`src/logic/dccm_pkg.sv`:
```
// ##########################################################################
// dccm package
// shared widths, TL-UL opcodes, memory depth and outstanding limit
// for the data memory behind the device port
// ##########################################################################

package dccm_pkg;

    // TL-UL bus field widths
    localparam int TL_AW  = 32;  // byte address
    localparam int TL_DW  = 32;  // data bus
    localparam int TL_MW  = 4;   // byte mask, one bit per lane
    localparam int TL_SZW = 2;   // log2 of access size
    localparam int TL_IW  = 8;   // source id

    // storage geometry
    localparam int MEM_DEPTH = 2048;  // words
    localparam int MEM_AW    = 11;    // word address bits

    // word size code, only legal size
    localparam logic [TL_SZW-1:0] SIZE_WORD = 2'd2;

    // outstanding limit, equal to response queue depth
    localparam int RSP_DEPTH = 2;
    localparam int RSP_CW    = 2;  // holds 0..RSP_DEPTH

    // A channel opcodes
    localparam logic [2:0] OP_PUT_FULL    = 3'd0;
    localparam logic [2:0] OP_PUT_PARTIAL = 3'd1;
    localparam logic [2:0] OP_GET         = 3'd4;

    // D channel opcodes
    localparam logic [2:0] OP_ACK      = 3'd0;
    localparam logic [2:0] OP_ACK_DATA = 3'd1;

    // address bits above the 8 KiB window must be zero
    localparam int ADDR_TOP_LSB = MEM_AW + 2;

endpackage

```
`src/logic/dccm_rsp_fifo.sv`:
```
// ##########################################################################
// dccm response queue
// two-entry in-order queue that drives the D channel, with bypass
// of an incoming response when empty
// ##########################################################################

`timescale 1ns/1ps

module dccm_rsp_fifo (
    input  logic                        clk_i,
    input  logic                        rst_ni,

    // from the adapter
    input  logic                        push_i,
    input  logic [2:0]                  opcode_i,  // request opcode
    input  logic [dccm_pkg::TL_SZW-1:0] size_i,
    input  logic [dccm_pkg::TL_IW-1:0]  source_i,
    input  logic                        error_i,
    input  logic [dccm_pkg::TL_DW-1:0]  data_i,
    output logic [dccm_pkg::RSP_CW-1:0] count_o,

    // D channel
    output logic                        d_valid_o,
    output logic [2:0]                  d_opcode_o,
    output logic [dccm_pkg::TL_SZW-1:0] d_size_o,
    output logic [dccm_pkg::TL_IW-1:0]  d_source_o,
    output logic [dccm_pkg::TL_DW-1:0]  d_data_o,
    output logic                        d_error_o,
    input  logic                        d_ready_i
);

    import dccm_pkg::*;

    // entry storage
    logic [2:0]        op_q   [RSP_DEPTH];
    logic [TL_SZW-1:0] size_q [RSP_DEPTH];
    logic [TL_IW-1:0]  src_q  [RSP_DEPTH];
    logic              err_q  [RSP_DEPTH];
    logic [TL_DW-1:0]  data_q [RSP_DEPTH];

    logic              wptr_q;  // one bit wraps at depth 2
    logic              rptr_q;
    logic [RSP_CW-1:0] count_q;

    logic              empty;
    logic              pop;
    logic              wr_en;
    logic              rd_en;
    logic [2:0]        d_op_in;

    // get answers with data, puts and bad opcodes with a plain ack
    assign d_op_in = (opcode_i == OP_GET) ? OP_ACK_DATA : OP_ACK;

    assign empty = (count_q == '0);
    assign pop   = d_valid_o & d_ready_i;
    assign wr_en = push_i & ~(empty & d_ready_i);  // bypassed entry never stored
    assign rd_en = pop & ~empty;

    // head entry or the incoming response when nothing is queued
    assign d_valid_o  = ~empty | push_i;
    assign d_opcode_o = empty ? d_op_in  : op_q[rptr_q];
    assign d_size_o   = empty ? size_i   : size_q[rptr_q];
    assign d_source_o = empty ? source_i : src_q[rptr_q];
    assign d_error_o  = empty ? error_i  : err_q[rptr_q];
    assign d_data_o   = empty ? data_i   : data_q[rptr_q];

    always_ff @(posedge clk_i) begin
        if (wr_en) begin
            op_q[wptr_q]   <= d_op_in;
            size_q[wptr_q] <= size_i;
            src_q[wptr_q]  <= source_i;
            err_q[wptr_q]  <= error_i;
            data_q[wptr_q] <= data_i;
        end
    end

    // pointers and count
    always_ff @(posedge clk_i) begin
        if (!rst_ni) begin
            wptr_q  <= 1'b0;
            rptr_q  <= 1'b0;
            count_q <= '0;
        end else begin
            if (wr_en) begin
                wptr_q <= wptr_q + 1'b1;
            end
            if (rd_en) begin
                rptr_q <= rptr_q + 1'b1;
            end
            count_q <= count_q + RSP_CW'(wr_en) - RSP_CW'(rd_en);  // push and pop may overlap
        end
    end

    assign count_o = count_q;

endmodule

```
`config.mk`:
```
export PLATFORM = sky130hd
export DESIGN_NAME = dccm_rsp_fifo
export DESIGN_NICKNAME = d
export VERILOG_FILES = /design/src/logic/dccm_pkg.sv /design/src/logic/dccm_rsp_fifo.sv
export SDC_FILE = /design/constraint.sdc
export NUM_CORES = 1
export LEC_CHECK = 0
export ABC_CLOCK_PERIOD_IN_PS = 2800
export CORE_MARGIN = 3
export CORE_UTILIZATION = 50
export CTS_CLUSTER_SIZE = 24
export DETAILED_ROUTE_END_ITERATION = 10
export DONT_BUFFER_PORTS = 1
export GPL_ROUTABILITY_DRIVEN = 0
export PLACE_DENSITY = 0.78
export RECOVER_POWER = 25
export SYNTH_ARGS = -nofsm -noshare
export SYNTH_HDL_FRONTEND = slang
export SYNTH_SLANG_ARGS = --single-unit
```
`constraint.sdc`:
```
create_clock -name clk_i -period 2.8 [get_ports clk_i]
set_input_delay 0.28 -clock clk_i [delete_from_list [all_inputs] [get_ports clk_i]]
set_output_delay 0.28 -clock clk_i [all_outputs]
set_load 0.02 [all_outputs]
```
=== Yosys cells after proc, flatten, opt, wreduce, memory -nomap -nowiden ===
Memory sizes are Yosys's and may differ from the RTL's. A register that Yosys moved wholly into a read port is not among the register bits.
Index checks and enable logic that the tools add are counted.

* Bits in registers: 4
* RAM bits: 88
* Input port bits: 50
* Output and inout port bits: 49
* Logic and storage cells: 39
* Memories kept: 5

{| class="wikitable"
|+ Memories
! name !! depth !! width !! rd ports !! clocked after memory_dff !! wr ports !! RTL line !! RTL
|-
| data_q || 2 || 32 || 1 || 1 || 1 || dccm_rsp_fifo.sv:39 || <nowiki>logic [TL_DW-1:0] data_q [RSP_DEPTH];</nowiki>
|-
| src_q || 2 || 8 || 1 || 1 || 1 || dccm_rsp_fifo.sv:37 || <nowiki>logic [TL_IW-1:0] src_q [RSP_DEPTH];</nowiki>
|-
| size_q || 2 || 2 || 1 || 1 || 1 || dccm_rsp_fifo.sv:36 || <nowiki>logic [TL_SZW-1:0] size_q [RSP_DEPTH];</nowiki>
|-
| err_q || 2 || 1 || 1 || 1 || 1 || dccm_rsp_fifo.sv:38 || <nowiki>logic err_q [RSP_DEPTH];</nowiki>
|-
| op_q || 2 || 1 || 1 || 1 || 1 || dccm_rsp_fifo.sv:35 || <nowiki>logic [2:0] op_q [RSP_DEPTH];</nowiki>
|}

* Add/subtract/negate cells: 4
* Eq/ne operators: 1
* Mux-type cells: 18
* Bitwise gates (word level): 7
* Reduce and logical (&&, ||, !) cells: 1

{| class="wikitable"
|+ Operators by type and width
! cell !! count
|-
| $mux W32 || 1
|-
| $mux W1 || 14
|-
| $mux W8 || 1
|-
| $and A1 B1 Y1 || 4
|-
| $eq A3 B3 Y1 const B || 1
|-
| $mux W3 || 1
|-
| $add A1 B1 Y1 const B || 2
|-
| $add A2 B1 Y2 || 1
|-
| $logic_not A2 Y1 || 1
|-
| $mux W2 || 1
|-
| $not A1 Y1 || 2
|-
| $sub A2 B1 Y2 || 1
|-
| $or A1 B1 Y1 || 1
|}

=== Logic depth before layout (Yosys ltp) ===
* Word-level depth: 7
* Gate-level depth with buffers: 8
* Gate-level depth less buffers: 8

=== Least setup slack after synthesis ===
No wires, ideal clock.

* Path kind: reg2reg
* Start point: reg count_q[1], in the netlist count_o[1]
* End point: mem data_q[0][0] (enable)
* Setup time: 0.445 ns
* Arrival: 2.662 ns
* Data required time: 2.355 ns
* Path slack: -0.307 ns
* Stages on the path, launching flop included: 4
* Buffers on the path: 0
* Clock period less this slack: 3.107 ns
* Cell sequence: dfxtp_1 or2_1 o21ai_4 nor2_1

* Longest elaborated chain between the ends: 6

{| class="wikitable"
|+ RTL lines
! element !! RTL line !! RTL
|-
| start, declared || dccm_rsp_fifo.sv:43 || <nowiki>logic [RSP_CW-1:0] count_q;</nowiki>
|-
| start signal, assigned || dccm_rsp_fifo.sv:90 || <nowiki>count_q <= count_q + RSP_CW'(wr_en) - RSP_CW'(rd_en);</nowiki>
|-
| $logic_not A2 Y1 || dccm_rsp_fifo.sv:54 || <nowiki>assign empty = (count_q == '0);</nowiki>
|-
| $and A1 B1 Y1 || dccm_rsp_fifo.sv:56 || <nowiki>assign wr_en = push_i & ~(empty & d_ready_i);</nowiki>
|-
| $not A1 Y1 || dccm_rsp_fifo.sv:56 ||
|-
| $and A1 B1 Y1 || dccm_rsp_fifo.sv:56 ||
|-
| $mux W1 || dccm_rsp_fifo.sv:68 || <nowiki>if (wr_en) begin</nowiki>
|-
| $mux W1 (implied by the code) || dccm_rsp_fifo.sv:73 || <nowiki>data_q[wptr_q] <= data_i;</nowiki>
|-
| end, declared || dccm_rsp_fifo.sv:39 ||
|}

Every way passes these cells.

=== Final worst setup path ===
* Start point: reg count_q[1], in the netlist count_o[1]
* End point: out d_data_o[29] (netlist bit)

* Longest elaborated chain between the ends: 2

{| class="wikitable"
|+ RTL lines
! element !! RTL line !! RTL
|-
| $logic_not A2 Y1 || dccm_rsp_fifo.sv:54 ||
|-
| $mux W32 || dccm_rsp_fifo.sv:65 || <nowiki>assign d_data_o = empty ? data_i : data_q[rptr_q];</nowiki>
|-
| end, declared || dccm_rsp_fifo.sv:27 || <nowiki>output logic [dccm_pkg::TL_DW-1:0] d_data_o,</nowiki>
|}

Every way passes these cells.

==> results.md <==
Outcome:
- The run finished with clean final reports.

Logic synthesis:
- The count of warnings emitted by yosys is 0.
- By area the synthesized netlist is led by sky130_fd_sc_hd__edfxtp_1, sky130_fd_sc_hd__mux2i_1, sky130_fd_sc_hd__o21ai_0.
- The leading area contributor after synthesis is sky130_fd_sc_hd__edfxtp_1.
- The count of state elements after synthesis is 93.
- The fraction of the yosys area taken by sequential cells is 70.96%.
- Synthesis produced 266 cells.
- The cell area that synthesis handed to floorplanning was 3865 um^2.
- The synthesized area per cell is 14.53 um^2.
- After synthesis, the netlist uses 21 different library cells.
- The area fraction of the dominant cell type after synthesis is 68.37%.

Global route:
- The first global-routing pass estimated 9901 um of wire.
- For this run the aggregate overflow at the end of global routing stands at 0.
- The initial antenna violation count was 0.
- The largest net degree at the start of global routing is 39.
- In the global route stage, overall resource usage came out at 15.10%.
- The via count of the first global-routing pass is 2,013.

Worst hold path:
- The launch point of the worst hold path is data_i[4].
- In this run the worst hold path is classified as in -> reg.

Clocking:
- The clock sink total is 93.
- The H-tree was split into 3 levels.
- The clock insertion delay at the later pin of the skew report is 0.35 ns.
- No sink is reached through more buffers than the 2 on the longest clock path.
- The clock-pin slew on the worst setup and hold paths is 0.09 ns.
- The TritonCTS clock tree is done.
- The TritonCTS buffer count is 9.
- The cts-stage hold buffer count is 18.
- The cell sitting at the root of the clock tree is a sky130_fd_sc_hd__clkbuf_8.
- The buffer count from post-CTS setup fixing is 0.
- The number of gates resized after cts is 0.

Layout:
- Of the cells placed in the final design, the portion with a size suffix greater than 1 is 8.725%.
- The number of nets in the layout is 345.
- The repair_antennas step left the layout with diodes totalling 0.
- Once layout is complete, the cells apart from fillers number 397.
- The total of fill cells in the finished design is 579.
- The area added between synthesis and finish is 14.34%.

Power and ir drop:
- Power spread over the standard cell area amounts to 1016 nW/um^2.
- Summed over all cells, the static leakage comes to 0.001485 uW.
- Across the VDD grid, the largest voltage drop is 0.5671 mV.

Worst setup path:
- Counting both buffers and inverters, the worst setup path holds a total of 1.
- The type of the worst setup path is reg -> out.
- STA puts the critical path data required time at 2.52 ns.
- The library cell contributing the largest single delay on the critical path is sky130_fd_sc_hd__dfxtp_1.
- The maximum cell stage delay along the critical path is 0.59 ns.
- The worst setup path is launched from a flip-flop.
- The critical path goes through nor2_4 > buf_12 > o21ai_0.
- The data arrival time of the critical path is 1.91 ns.
- The kind of end point of the critical path is an output pin.
- The startpoint identified for the worst register-to-register timing path is count_o[1].
- The maximum fanout count along the critical path is 36.
- The kind of cell with the highest combined delay along the critical path is flip-flops.
- The first element of the critical path is count_o[1].

Die:
- The area of the die is 8821 um^2.
- The initial standard-cell utilization of the core is 52.44%.
- In this run the count of I/O pins placed on the die edge is 99.
- The die width is 93.92 um.
- The region available for standard cell placement spans 7370 um^2.
- The initialized floorplan defines 31 standard-cell rows.
- From bottom edge to top edge, the die measures 93.92 um.

Placement:
- In this run, placement finished with an instance count of 356.
- The number of buffers added on ports is 0.
- The sum of net half-perimeters after detailed placement is 4132 um.

Timing:
- Setup repair after global routing left no endpoint under its margin.
- The clock skew after layout is 0.006680 ns.
- The worst slew slack as a fraction of its limit is 45.41%.
- The total negative setup slack is 0 ns.
- The final cycle utilization of the critical path is 78.33%.
- The maximum clock rate is 455.9 MHz.
- The routed design could run at a clock period as short as 2.193 ns.
- The count of final hold-check violations is 0.
- Hold timing on the final database bottoms out at a slack of 0.02477 ns.
- At the pin with the least slew margin, the transition time is 0.8102 ns.
- The max-slew violation count is 0.
- Setup violations remaining at the end of the flow were counted as 0.

Detailed routing:
- For this block, the initial DRC count from the detailed router was 99.
- In the routed design, unresolved DRC markers number 0.
- The highest layer touched by signal routing is met4.
- The vias per cell is 5.277.
- Dividing the detail-routed wire length by the instance count gives 16.53 um.
- The iteration count of the initial detailed-routing pass is 5.
- The number of nets still failing antenna checks after routing is 0.
- The via count of the routed design is 2,095.
- The sum of routed wire length over all layers is 6561 um.
- The routed wire length on met3 is 335 um.
- The routed metal-1 wirelength is 2667 um.
- The routed length on met2 is 3445 um.

Run:
- Across the run, the number of max-cap violations was 0.
synth_stat cells:
master / number
sky130_fd_sc_hd__o21ai_1: 2
sky130_fd_sc_hd__nand2_1: 46
sky130_fd_sc_hd__mux2i_1: 45
sky130_fd_sc_hd__o21ai_4: 1
sky130_fd_sc_hd__buf_6: 6
sky130_fd_sc_hd__inv_1: 4
sky130_fd_sc_hd__or3_1: 1
sky130_fd_sc_hd__dfxtp_1: 5
sky130_fd_sc_hd__clkbuf_1: 3
sky130_fd_sc_hd__edfxtp_1: 88
sky130_fd_sc_hd__buf_2: 3
sky130_fd_sc_hd__o21ai_0: 43
sky130_fd_sc_hd__nor2_4: 1
sky130_fd_sc_hd__ha_1: 2
sky130_fd_sc_hd__nor2_1: 2
sky130_fd_sc_hd__or2_1: 1
sky130_fd_sc_hd__and2_1: 4
sky130_fd_sc_hd__xnor2_1: 3
sky130_fd_sc_hd__buf_4: 4
sky130_fd_sc_hd__nor3b_1: 1
sky130_fd_sc_hd__conb_1: 1
metrics by stage:
| step | cell area [um^2] | setup WS [ns] | total power [uW] | utilization [%] |
|---|---|---|---|---|
| floorplan | 3869 | -0.3071 | 3470 | - |
| global placement | 3993 | 0.9149 | 3697 | 54.18 |
| detailed placement | 3993 | 0.8524 | 3740 | 54.18 |
| CTS | 4349 | 0.5669 | 4542 | 59.02 |
| global route | 4419 | 0.4697 | 4747 | 59.97 |
| finish | 4419 | 0.6067 | 4491 | 59.97 |
registers in the layout (all words and copies together), names as in the netlist, named ones only:
signal   cells
src_q       16
wptr_q       1
rptr_q       1
err_q        2
data_q      64
size_q       4
count_o      2
op_q         2
report_power, final:
group	switching, uW	total, uW	internal (uW)	leakage, uW
logic	1370	1890	521	0.000550
clock network	455	784	329	0.0000791
registers	87.6	1820	1730	0.000856
path summary, 6_finish.rpt:
check,endpoint,cells after the start,slack (ns)
max,d_data_o[29],3,0.61
min,data_q[0][4],0,0.02
max reg2reg,count_o[1],8,0.84
min reg2reg,wptr_q,2,0.54
cell usage in the layout, fill, tap and decap left out, types with 2 or more instances in the layout:
cell / synthesis / final
sky130_fd_sc_hd__buf_12: 0 / 5
sky130_fd_sc_hd__mux2i_1: 45 / 45
sky130_fd_sc_hd__and2_1: 4 / 4
sky130_fd_sc_hd__dfxtp_1: 5 / 4
sky130_fd_sc_hd__ha_1: 2 / 2
sky130_fd_sc_hd__conb_1: 1 / 2
sky130_fd_sc_hd__clkinv_4: 0 / 2
sky130_fd_sc_hd__nand2_1: 46 / 46
sky130_fd_sc_hd__clkbuf_8: 0 / 9
sky130_fd_sc_hd__inv_1: 4 / 4
sky130_fd_sc_hd__clkinvlp_4: 0 / 3
sky130_fd_sc_hd__nor2_4: 1 / 3
sky130_fd_sc_hd__xnor2_1: 3 / 3
sky130_fd_sc_hd__dlygate4sd3_1: 0 / 25
sky130_fd_sc_hd__o21ai_0: 43 / 43
sky130_fd_sc_hd__edfxtp_1: 88 / 88
sky130_fd_sc_hd__o21ai_1: 2 / 2
worst register-to-register path, cell delays in order, from the launching register on:
cell	delay, ns
sky130_fd_sc_hd__dfxtp_1	0.45
sky130_fd_sc_hd__or2_1	0.31
sky130_fd_sc_hd__o21ai_4	0.25
sky130_fd_sc_hd__ha_1	0.28
sky130_fd_sc_hd__inv_1	0.06
sky130_fd_sc_hd__ha_1	0.15
sky130_fd_sc_hd__xnor2_1	0.08
sky130_fd_sc_hd__xnor2_1	0.14
sky130_fd_sc_hd__and2_1	0.15
kinds of logic after synthesis:
kind of cell | synth area share, %
buffers and inverters | 3.593
xor gates and xnor gates | 0.6800
muxes | 11.65
AOI/OAI and AO/OA | 6.248
DFF | 70.96
other | 0.09703
and+or+nand+nor | 6.119
adders and majority gates | 0.6474
area by class of cell:
class	count	area, um^2	share of cell area [%]
clock inverters	6	48.80	1.104
multi-input cells	154	1002	22.68
repair buffers	31	357.8	8.097
clock buffers	10	127.6	2.888
flip-flops and latches	93	2744	62.09
inverters	4	15.01	0.3398
well taps	99	123.9	2.803
routing by layer:
metal,up-vias,global-route usage (%)
li1,1019,-
met1,1003,17.96
met2,63,25.49
met3,10,3.526
met4,0,7.822
met5,-,0
(Power assumes the default switching activity.)
