$ cat src/logic/dccm_pkg.sv
// ##########################################################################
// dccm package
// shared widths, TL-UL opcodes, memory depth and outstanding limit
// for the data memory behind the device port
// ##########################################################################

package dccm_pkg;

    // TL-UL bus field widths
    localparam int TL_AW  = 32;  // byte address
    localparam int TL_DW  = 32;  // data bus
    localparam int TL_MW  = 4;   // byte mask, one bit per lane
    localparam int TL_SZW = 2;   // log2 of access size
    localparam int TL_IW  = 8;   // source id

    // storage geometry
    localparam int MEM_DEPTH = 2048;  // words
    localparam int MEM_AW    = 11;    // word address bits

    // word size code, only legal size
    localparam logic [TL_SZW-1:0] SIZE_WORD = 2'd2;

    // outstanding limit, equal to response queue depth
    localparam int RSP_DEPTH = 2;
    localparam int RSP_CW    = 2;  // holds 0..RSP_DEPTH

    // A channel opcodes
    localparam logic [2:0] OP_PUT_FULL    = 3'd0;
    localparam logic [2:0] OP_PUT_PARTIAL = 3'd1;
    localparam logic [2:0] OP_GET         = 3'd4;

    // D channel opcodes
    localparam logic [2:0] OP_ACK      = 3'd0;
    localparam logic [2:0] OP_ACK_DATA = 3'd1;

    // address bits above the 8 KiB window must be zero
    localparam int ADDR_TOP_LSB = MEM_AW + 2;

endpackage

$ cat src/logic/dccm_tl_adapter.sv
// ##########################################################################
// dccm TL-UL adapter
// decodes the A channel, flags illegal requests, issues one memory cycle
// per legal request and holds the response for one cycle before the push
// ##########################################################################

`timescale 1ns/1ps

module dccm_tl_adapter (
    input  logic                        clk_i,
    input  logic                        rst_ni,

    // A channel
    input  logic                        a_valid_i,
    input  logic [2:0]                  a_opcode_i,
    input  logic [dccm_pkg::TL_SZW-1:0] a_size_i,
    input  logic [dccm_pkg::TL_IW-1:0]  a_source_i,
    input  logic [dccm_pkg::TL_AW-1:0]  a_address_i,
    input  logic [dccm_pkg::TL_MW-1:0]  a_mask_i,
    input  logic [dccm_pkg::TL_DW-1:0]  a_data_i,
    output logic                        a_ready_o,

    // memory port
    output logic                        mem_req_o,
    output logic                        mem_we_o,
    output logic [dccm_pkg::MEM_AW-1:0] mem_addr_o,
    output logic [dccm_pkg::TL_DW-1:0]  mem_wdata_o,
    output logic [dccm_pkg::TL_DW-1:0]  mem_wmask_o,
    input  logic [dccm_pkg::TL_DW-1:0]  mem_rdata_i,
    input  logic                        mem_rvalid_i,

    // response queue
    output logic                        rsp_push_o,
    output logic [2:0]                  rsp_opcode_o,
    output logic [dccm_pkg::TL_SZW-1:0] rsp_size_o,
    output logic [dccm_pkg::TL_IW-1:0]  rsp_source_o,
    output logic                        rsp_error_o,
    output logic [dccm_pkg::TL_DW-1:0]  rsp_data_o,
    input  logic [dccm_pkg::RSP_CW-1:0] rsp_count_i
);

    import dccm_pkg::*;

    logic              pending_q;      // response waiting one cycle
    logic [2:0]        pend_opcode_q;  // request opcode, translated later
    logic [TL_SZW-1:0] pend_size_q;
    logic [TL_IW-1:0]  pend_source_q;
    logic              pend_error_q;

    logic [RSP_CW:0]   inflight;  // pending plus queued
    logic              accept;
    logic              op_ok;
    logic              req_err;

    // one extra bit so pending + full queue cannot wrap
    assign inflight  = {{RSP_CW{1'b0}}, pending_q} + {1'b0, rsp_count_i};
    assign a_ready_o = (inflight < RSP_DEPTH);
    assign accept    = a_valid_i & a_ready_o;

    // error rule
    assign op_ok = (a_opcode_i == OP_PUT_FULL) ||
                   (a_opcode_i == OP_PUT_PARTIAL) ||
                   (a_opcode_i == OP_GET);

    always_comb begin
        req_err = 1'b0;
        if (!op_ok) begin
            req_err = 1'b1;  // unsupported opcode
        end
        if (a_size_i != SIZE_WORD) begin
            req_err = 1'b1;  // word accesses only
        end
        if (a_address_i[1:0] != 2'b00) begin
            req_err = 1'b1;  // misaligned
        end
        if (a_address_i[TL_AW-1:ADDR_TOP_LSB] != '0) begin
            req_err = 1'b1;  // outside the 8 KiB window
        end
        // a full put must carry every byte lane
        if ((a_opcode_i == OP_PUT_FULL) && (a_mask_i != {TL_MW{1'b1}})) begin
            req_err = 1'b1;
        end
    end

    // memory cycle for legal requests only
    assign mem_req_o   = accept & ~req_err;
    assign mem_we_o    = (a_opcode_i != OP_GET);  // either put writes
    assign mem_addr_o  = a_address_i[ADDR_TOP_LSB-1:2];  // word index
    assign mem_wdata_o = a_data_i;

    // byte mask to bit mask
    always_comb begin
        for (int b = 0; b < TL_MW; b++) begin
            mem_wmask_o[b*8 +: 8] = {8{a_mask_i[b]}};
        end
    end

    // pending flag
    always_ff @(posedge clk_i) begin
        if (!rst_ni) begin
            pending_q <= 1'b0;
        end else begin
            pending_q <= accept;  // push follows accept by one cycle
        end
    end

    // response fields captured at accept
    always_ff @(posedge clk_i) begin
        if (accept) begin
            pend_opcode_q <= a_opcode_i;
            pend_size_q   <= a_size_i;    // echoed back
            pend_source_q <= a_source_i;  // echoed back
            pend_error_q  <= req_err;
        end
    end

    // push the held response
    assign rsp_push_o   = pending_q;
    assign rsp_opcode_o = pend_opcode_q;
    assign rsp_size_o   = pend_size_q;
    assign rsp_source_o = pend_source_q;
    assign rsp_error_o  = pend_error_q;
    // read data lines up with the pending cycle and is zero for puts and errors
    assign rsp_data_o   = mem_rvalid_i ? mem_rdata_i : '0;

endmodule

$ cat config.mk
export PLATFORM = sky130hd
export DESIGN_NAME = dccm_tl_adapter
export DESIGN_NICKNAME = d
export VERILOG_FILES = /design/src/logic/dccm_pkg.sv /design/src/logic/dccm_tl_adapter.sv
export SDC_FILE = /design/constraint.sdc
export NUM_CORES = 1
export LEC_CHECK = 0
export BUFFER_PORTS_ARGS = -buffer_cell sky130_fd_sc_hd__buf_2
export CAP_MARGIN = 20
export CORE_AREA = 2 2 96 98
export CTS_CLUSTER_DIAMETER = 30
export DETAILED_ROUTE_END_ITERATION = 16
export DIE_AREA = 0 0 98 100
export PLACE_DENSITY_LB_ADDON = 0.25
export SLEW_MARGIN = 20
export SYNTH_ARGS = -nofsm -noshare
export SYNTH_HDL_FRONTEND = slang
export SYNTH_SLANG_ARGS = --single-unit
$ cat constraint.sdc
create_clock -name clk_i -period 1.3 [get_ports clk_i]
set_input_delay 0.065 -clock clk_i [delete_from_list [all_inputs] [get_ports clk_i]]
set_output_delay 0.065 -clock clk_i [all_outputs]
set_load 0.01 [all_outputs]
* Word level (Yosys, flattened, before mapping)
Cells that the tools add are included.
** Word-level totals
- Output and inout bits :: 125
- Input bits :: 119
- Flip-flop bits (word level) :: 15
- Logic and storage cells :: 27
** Operators by class
- Bitwise gates (word level) :: 3
- $lt $le $gt $ge :: 1
- Mux-type cells :: 6
- Reductions and logical operators :: 6
- Equality and inequality tests :: 5
- Add/sub/neg operators :: 1
** Operators by type and width (count)
- 2-to-1 mux 32 bit :: 1
- nonzero test 19 bit :: 1
- 2-to-1 mux 1 bit :: 5
- inequality test 4 bit, second input constant :: 1
- adder 1 x 2 -> 3 bit :: 1
- == test 3 x 1 -> 1 bit, second input constant :: 1
- == test 3 bit, second input constant :: 1
- logical NOT 3 bit :: 1
- < comparator 3 x 2 -> 1 bit, second input constant :: 1
- inequality test 3 bit, second input constant :: 1
- AND 1 bit :: 2
- logical OR 1 bit :: 2
- inequality test 2 bit, second input constant :: 1
- nonzero test 2 bit :: 1
- logical AND 1 bit :: 1
- inverter 1 bit :: 1

* Depth between registers and ports, before layout
Gate-level depths: netlist of run 1.
- Depth after elaboration :: 10
- Mapped depth :: 3
- Depth with buffers taken out :: 3

* Least setup slack after synthesis of run 1
No wires, ideal clock.
- Kind :: register to register
- From :: reg pending_q, in the netlist rsp_push_o
- To :: reg pend_error_q, in the netlist rsp_error_o, enable pin
- Path buffers :: 0
- Cell stages (with the launch flop) :: 4
- Arrival time :: 1.062 ns
- Clock period less this slack :: 1.416 ns
- Required time :: 0.946 ns
- Library setup time :: 0.354 ns
- Path slack :: -0.116 ns
- Cell sequence :: dfxtp_1 a21oi_1 nand2_1 inv_1
** Between the ends
- Word-level cells in the longest chain between the ends :: 3
** RTL lines
- from (decl) :: line dccm_tl_adapter.sv:44 : logic pending_q;
- from (signal assigned) :: line dccm_tl_adapter.sv:103 : pending_q <= accept;
- adder 1 x 2 -> 3 bit :: line dccm_tl_adapter.sv:56 : assign inflight = {{RSP_CW{1'b0}}, pending_q} + {1'b0, rsp_count_i};
- < comparator 3 x 2 -> 1 bit :: line dccm_tl_adapter.sv:57 : assign a_ready_o = (inflight < RSP_DEPTH);
- via a_ready_o :: line dccm_tl_adapter.sv:21 : output logic a_ready_o,
- AND 1 bit :: line dccm_tl_adapter.sv:58 : assign accept = a_valid_i & a_ready_o;
- via accept :: line dccm_tl_adapter.sv:51 : logic accept;
- to (signal assigned) :: line dccm_tl_adapter.sv:113 : pend_error_q <= req_err;
- to (decl) :: line dccm_tl_adapter.sv:48 : logic pend_error_q;
The timed path passes the listed nets, and every way through them passes these cells.
A chain may end at the register's enable or synchronous reset.

* Final worst setup path of run 1
- From :: reg pending_q, in the netlist rsp_push_o
- To :: out mem_req_o
** Between the ends
- Word-level cells in the longest chain between the ends :: 4
** RTL lines
- adder 1 x 2 -> 3 bit :: line dccm_tl_adapter.sv:56
- < comparator 3 x 2 -> 1 bit :: line dccm_tl_adapter.sv:57
- AND 1 bit :: line dccm_tl_adapter.sv:58
- AND 1 bit :: line dccm_tl_adapter.sv:86 : assign mem_req_o = accept & ~req_err;
- to (decl) :: line dccm_tl_adapter.sv:24 : output logic mem_req_o,
No other way between the ends.

==> out/metrics.yaml, run 1 <==
status: "finished, final reports clean"
portBuffers: 157
wl_met3_um: 682
swShare: 0.273
fin_area_um2: 1910
syn_area_um2: 1350
synth_ff_type: "edfxtp_1"
yosys-top-cells-area: "buf_4, edfxtp_1, and2_1"
worstHoldPathType: "primary input to flop"
crit_path_max_incr_delay_ps: 340
initial_core_util: 0.152
synthArstFlopShare: 0
routedWlPerCell_um: 13.8
io_pins: 244
min_period_ps: 1280
drv_cap: 0
syn_to_final_growth_pct: 41.6
worstPathCellList: "a21oi_4 > nand2_2 > a2111oi_4 > buf_2"
path_class: "flop to primary output"
holdWs_ps: 8.49
seq_area_frac_synth: 0.326
post-route-drc-count: 0
clockPowerShare: 0.264
hold_violations: 0
ctsRootBufferMaster: "clkbuf_8"
placed_area_um2: 1720
setup_viol: 0
worst_pin_slew_ps: 411
critPathLaunchType: "flop"
worstReg2RegEnd: "rsp_source_o[4]"
clk_latency_ps: 240
stdcell_count: 349
vias_per_cell: 3.54
grt_overflow: 0
powerDensity_nw_per_um2: 707
drt_wl_total_mm: 4.82
grt_pass1_vias: 1049
rsz0062_at_grt: "yes"
r2r_cells: 4
wl_met1_mm: 1.51
clk_pin_slew_worst_paths_ps: 60
yosysTopAreaCell: "buf_4"
max_slew_margin: 0.724
worst-r2r-setup-slack_ps: 40
fin_crit_sh: 0.988
antenna_found_initial: 0
critical_path.max_fanout: 2
yosys_warnings: 0
syn_nets: 263
tns_ps: 0
p_seq_frac: 0.412
r2r-start: "rsp_push_o"
cts_buffers: 3
cts_tree: "done"
filler_cell_count: 987
grt_pass1_wl_mm: 6.11
dieArea_um2: 9800
synth_edf_count: 14
yosys-top-cells-count: "buf_4, and2_1, edfxtp_1"
placed_cells: 335
die_h_um: 100
clock.fmax_mhz: 778
drtPass1Iterations: 2
drive_above_1_share: 0.748
cp-end-kind: "primary output"
vias: 1234
postRouteAntennaNets: 0
ys_types: 18
diodes: 0
hp-start: "a_source_i[4]"
ys_ff_latch: 15
pwr-share-comb: 0.324
clock_path_buffers: 2
gp_congestion: 0.673
topRoutingLayerUsed: "met4"
grt_usage: 0.0807
wl_met2_mm: 2.45
synth_top_cell_area_share: 0.417
fin_skew_ps: 4.32
drt_iter0_drc: 9
crit_path_start: "rsp_push_o"
coreArea_um2: 8890
drv_slew: 0
grt_max_degree: 33
switching_power_mw: 0.369
synth.most_common_cell: "buf_4"
ir_worst_vdd_mv: 0.331
worstPathRequired_ps: 1240
cts.sinks: 15
htreeDepth: 1
cp.arrival_ps: 1220
die_w_um: 98
num_rows: 35
p_int_mw: 0.983
fin_util: 0.215
slowest_stage: "dfxtp_2"
cp-endpoint: "mem_req_o"
power.leakage_nw: 0.975
synthCells: 144
fin_nets: 358
syn_avg_cell_area_um2: 9.38
## area by class of cell
class	instances	area, µm²	share of cell area
tap	111	139	0.0726
timing repair buffer	168	887	0.464
clock buffer	3	41.3	0.0216
clock inverter	1	5.00	0.00262
sequential	15	442	0.231
inverter	1	7.51	0.00393
multi-input combinational	50	390	0.204
## placed cells by master, fill, tap and decap left out
master	synthesis	routed
a211o_1	1	1
clkinvlp_4	0	1
nor4b_2	1	1
a21oi_4	0	1
clkinv_2	0	1
clkbuf_8	0	3
and3_1	1	1
nand2_1	3	2
a2111oi_4	0	1
nor4_4	0	1
buf_2	0	157
buf_4	75	4
nor3_1	1	1
nand3_2	0	1
nand2_2	0	1
nor2_1	1	1
nor4_2	2	4
dlygate4sd3_1	0	6
nand4_1	2	2
buf_6	0	1
edfxtp_1	14	14
dfxtp_2	0	1
and2_1	32	32
## kinds of logic (layout without fill, tap and decap cells)
kind of cell,after synthesis,count (layout),share of synthesized area
AOI/OAI and AO/OA,3,3,0.0213
DFF,15,15,0.326
and+or+nand+nor,47,47,0.224
buffers and inverters,79,173,0.428
## metal layers
metal,track usage,up-vias
met5,0,-
met1,0.0827,523
met2,0.142,109
met4,0.0395,0
li1,-,580
met3,0.0341,22
## sequential cells by signal, summed over array words and instances, names as in the netlist
name and count:
rsp_source_o 8, rsp_push_o 1, rsp_opcode_o 3, rsp_error_o 1, rsp_size_o 2
## power by group through the flow
stage / Sequential, mW / Combinational (mW) / Clock [mW]
finish: 0.557 / 0.437 / 0.357
global route: 0.559 / 0.475 / 0.397
CTS: 0.556 / 0.418 / 0.368
detailed placement: 0.566 / 0.406 / 0
global placement: 0.566 / 0.404 / 0
floorplan: 0.578 / 0.334 / 0
## timing repair
item,in CTS,in global routing
setup buffers,3,1
pin swaps,3,3
gates resized for setup,2,8
hold endpoints to repair,1,5
endpoints found under the setup margin,1,1
hold buffers,1,5
## critical path: cells and delay by family (launching register included)
| kind | cells | cell delay (ps) |
|---|---|---|
| buf+inv | 1 | 200 |
| compound gates | 2 | 350 |
| flops | 1 | 340 |
| simple gates | 1 | 100 |
## worst min-delay path by stage
stage | end | slack, ps | depth (start not counted)
after global placement | mem_wdata_o[12] | 130 | 0
after global routing | rsp_source_o[4] | 3 | 1
final | rsp_source_o[4] | 8 | 1
after detailed placement | mem_wdata_o[12] | 130 | 0
after CTS | rsp_source_o[1] | 1 | 1
after floorplan | a_ready_o | 160 | 1
## stage by stage
step / setup slack, ps / power [mW]
after floorplan: 88.1 / 0.912
after global placement: 101 / 0.971
after detailed placement: 78.9 / 0.972
after CTS: 9.48 / 1.34
after global routing: -78.9 / 1.43
final: 15.1 / 1.35
(Power assumes the default switching activity.)
==> inputs of run 2 (changes only) <==
--- a/config.mk
+++ b/config.mk
@@ -7,10 +7,10 @@
 export LEC_CHECK = 0
 export BUFFER_PORTS_ARGS = -buffer_cell sky130_fd_sc_hd__buf_2
 export CAP_MARGIN = 20
-export CORE_AREA = 2 2 96 98
+export CORE_AREA = 10 10 87 89
 export CTS_CLUSTER_DIAMETER = 30
 export DETAILED_ROUTE_END_ITERATION = 16
-export DIE_AREA = 0 0 98 100
+export DIE_AREA = 0 0 97 99
 export PLACE_DENSITY_LB_ADDON = 0.25
 export SLEW_MARGIN = 20
 export SYNTH_ARGS = -nofsm -noshare
==> out/metrics.yaml, run 2 (synthesized netlist as in run 1, its figures left out) <==
status: "finished, final reports clean"  # unchanged
gp_congestion: 0.693  # was 0.673
setup_viol: 0  # unchanged
grt_pass1_wl_mm: 8.30  # was 6.11 mm
rsz0062_at_grt: "yes"  # unchanged
drt_iter0_drc: 5  # was 9
final_cell_mix: "buf_2, and2_1, edfxtp_1"  # unchanged
die_h_um: 99  # was 100 µm
worstPathRequired_ps: 1240  # about the same
grt_usage: 0.105  # was 0.0807
cp-end-kind: "primary output"  # unchanged
postRouteAntennaNets: 0  # unchanged
clock_path_buffers: 2  # unchanged
r2r_cells: 3  # was 4
diodes: 0  # unchanged
syn_to_final_growth_pct: 33.1  # was 41.6%
portBuffers: 157  # unchanged
clk_pin_slew_worst_paths_ps: 60  # about the same
post-route-worst-setup-slack_ps: 2.90  # was 15.1 ps
drv_slew: 0  # unchanged
fin_skew_ps: 3.23  # was 4.32 ps
cts_tree: "done"  # unchanged
cp.arrival_ps: 1230  # was 1220 ps
antenna_found_initial: 0  # unchanged
grt_max_degree: 33  # unchanged
hold_violations: 0  # unchanged
vias_per_cell: 3.90  # was 3.54
power.leakage_nw: 0.944  # was 0.975 nW
clk_latency_ps: 240  # about the same
max_slew_margin: 0.684  # was 0.724
fin_crit_sh: 0.998  # was 0.988
min_delay_path_depth: 1  # unchanged
place_ws_ps: 45.5  # was 78.9 ps
layout_commonest_cell: "buf_2"  # unchanged
cts.sinks: 15  # unchanged
worst_pin_slew_ps: 471  # was 411 ps
critical_path.max_fanout: 3  # was 2
fin_util: 0.307  # was 0.215
ctsRootBufferMaster: "clkbuf_8"  # unchanged
coreArea_um2: 5850  # was 8890 µm²
critPathLaunchType: "flop"  # unchanged
drt_wl_total_mm: 5.58  # was 4.82 mm
grt_overflow: 0  # unchanged
drive_above_1_share: 0.730  # was 0.748
initial_core_util: 0.231  # was 0.152
post-route-drc-count: 0  # unchanged
htreeDepth: 1  # unchanged
dieArea_um2: 9600  # was 9800 µm²
clock.fmax_mhz: 771  # was 778 MHz
path_class: "flop to primary output"  # unchanged
die_w_um: 97  # was 98 µm
drv_cap: 0  # unchanged
powerDensity_nw_per_um2: 744  # was 707 nW/µm²
cts_buffers: 3  # unchanged
min_period_ps: 1300  # was 1280 ps
ir_worst_vdd_mv: 0.442  # was 0.331 mV
num_rows: 28  # was 35
drtPass1Iterations: 2  # unchanged
worstHoldPathType: "primary input to flop"  # unchanged
largest_reg_flops: 8  # unchanged
vias: 1202  # was 1234
fin_nets: 353  # was 358
grt_pass1_vias: 1351  # was 1049
routedWlPerCell_um: 18.1  # was 13.8 µm
io_pins: 244  # unchanged
-- run 2: cell types whose count changed in the layout (fill, tap and decap cells not counted), sizes merged --
cell,before,now
buf,162,157
clkbuf,3,4
clkinv,1,0
-- run 2: report_power, final --
group	leakage [nW]	internal, mW	switching [mW]
clock	0.0228	0.216	0.144
sequential	0.140	0.552	0.00459
combinational	0.781	0.206	0.214
-- run 2: layer usage --
metal / wire, µm / track usage / up-vias
met5: 0 / 0 / -
li1: - / - / 570
met2: 2750 / 0.180 / 116
met1: 1880 / 0.101 / 501
met3: 839 / 0.0649 / 15
met4: 111 / 0.0363 / 0
-- run 2: worst paths after layout --
path                      to  slack [ps]     startpoint
max                mem_req_o           3     rsp_push_o
min          rsp_source_o[2]           3  a_source_i[2]
max reg2reg      rsp_error_o         140     rsp_push_o
min reg2reg       rsp_push_o         610     rsp_push_o
-- run 2: critical path, stage by stage, from the launching register on --
cell and delay [ps]:
dfxtp_2 320, a21oi_2 160, nand2_2 110, a2111oi_4 210
buf_2 190
-- run 2: cell type report --
cell class | count | area (µm²)
inverter | 1 | 7.51
clock buffer | 4 | 45.0
fill | 649 | 4050
timing repair buffer | 163 | 846
tap | 75 | 93.8
multi-input combinational | 50 | 363
sequential | 15 | 442
-- run 2: timing repair --
| action | CTS | global route |
|---|---|---|
| gates resized for setup | 4 | 1 |
| pin swaps | 4 | 1 |
| setup endpoints to repair | 1 | 1 |
| hold endpoints to repair | 5 | 1 |
| buffers inserted | 0 | 0 |
| hold buffers | 5 | 1 |
| cloned | 0 | 0 |
-- run 2: through the flow --
stage	hold WS (ps)	std cells	power, mW	area [µm²]	TNS, ps
5_1_grt	0.174	308	1.43	1800	-94.0
3_5_place_dp	130	298	0.979	1660	0
6_report	3.33	308	1.34	1800	0
4_1_cts	0.595	307	1.36	1780	-10.2
2_1_floorplan	162	144	0.912	1360	0
3_3_place_gp	130	298	0.975	1660	0
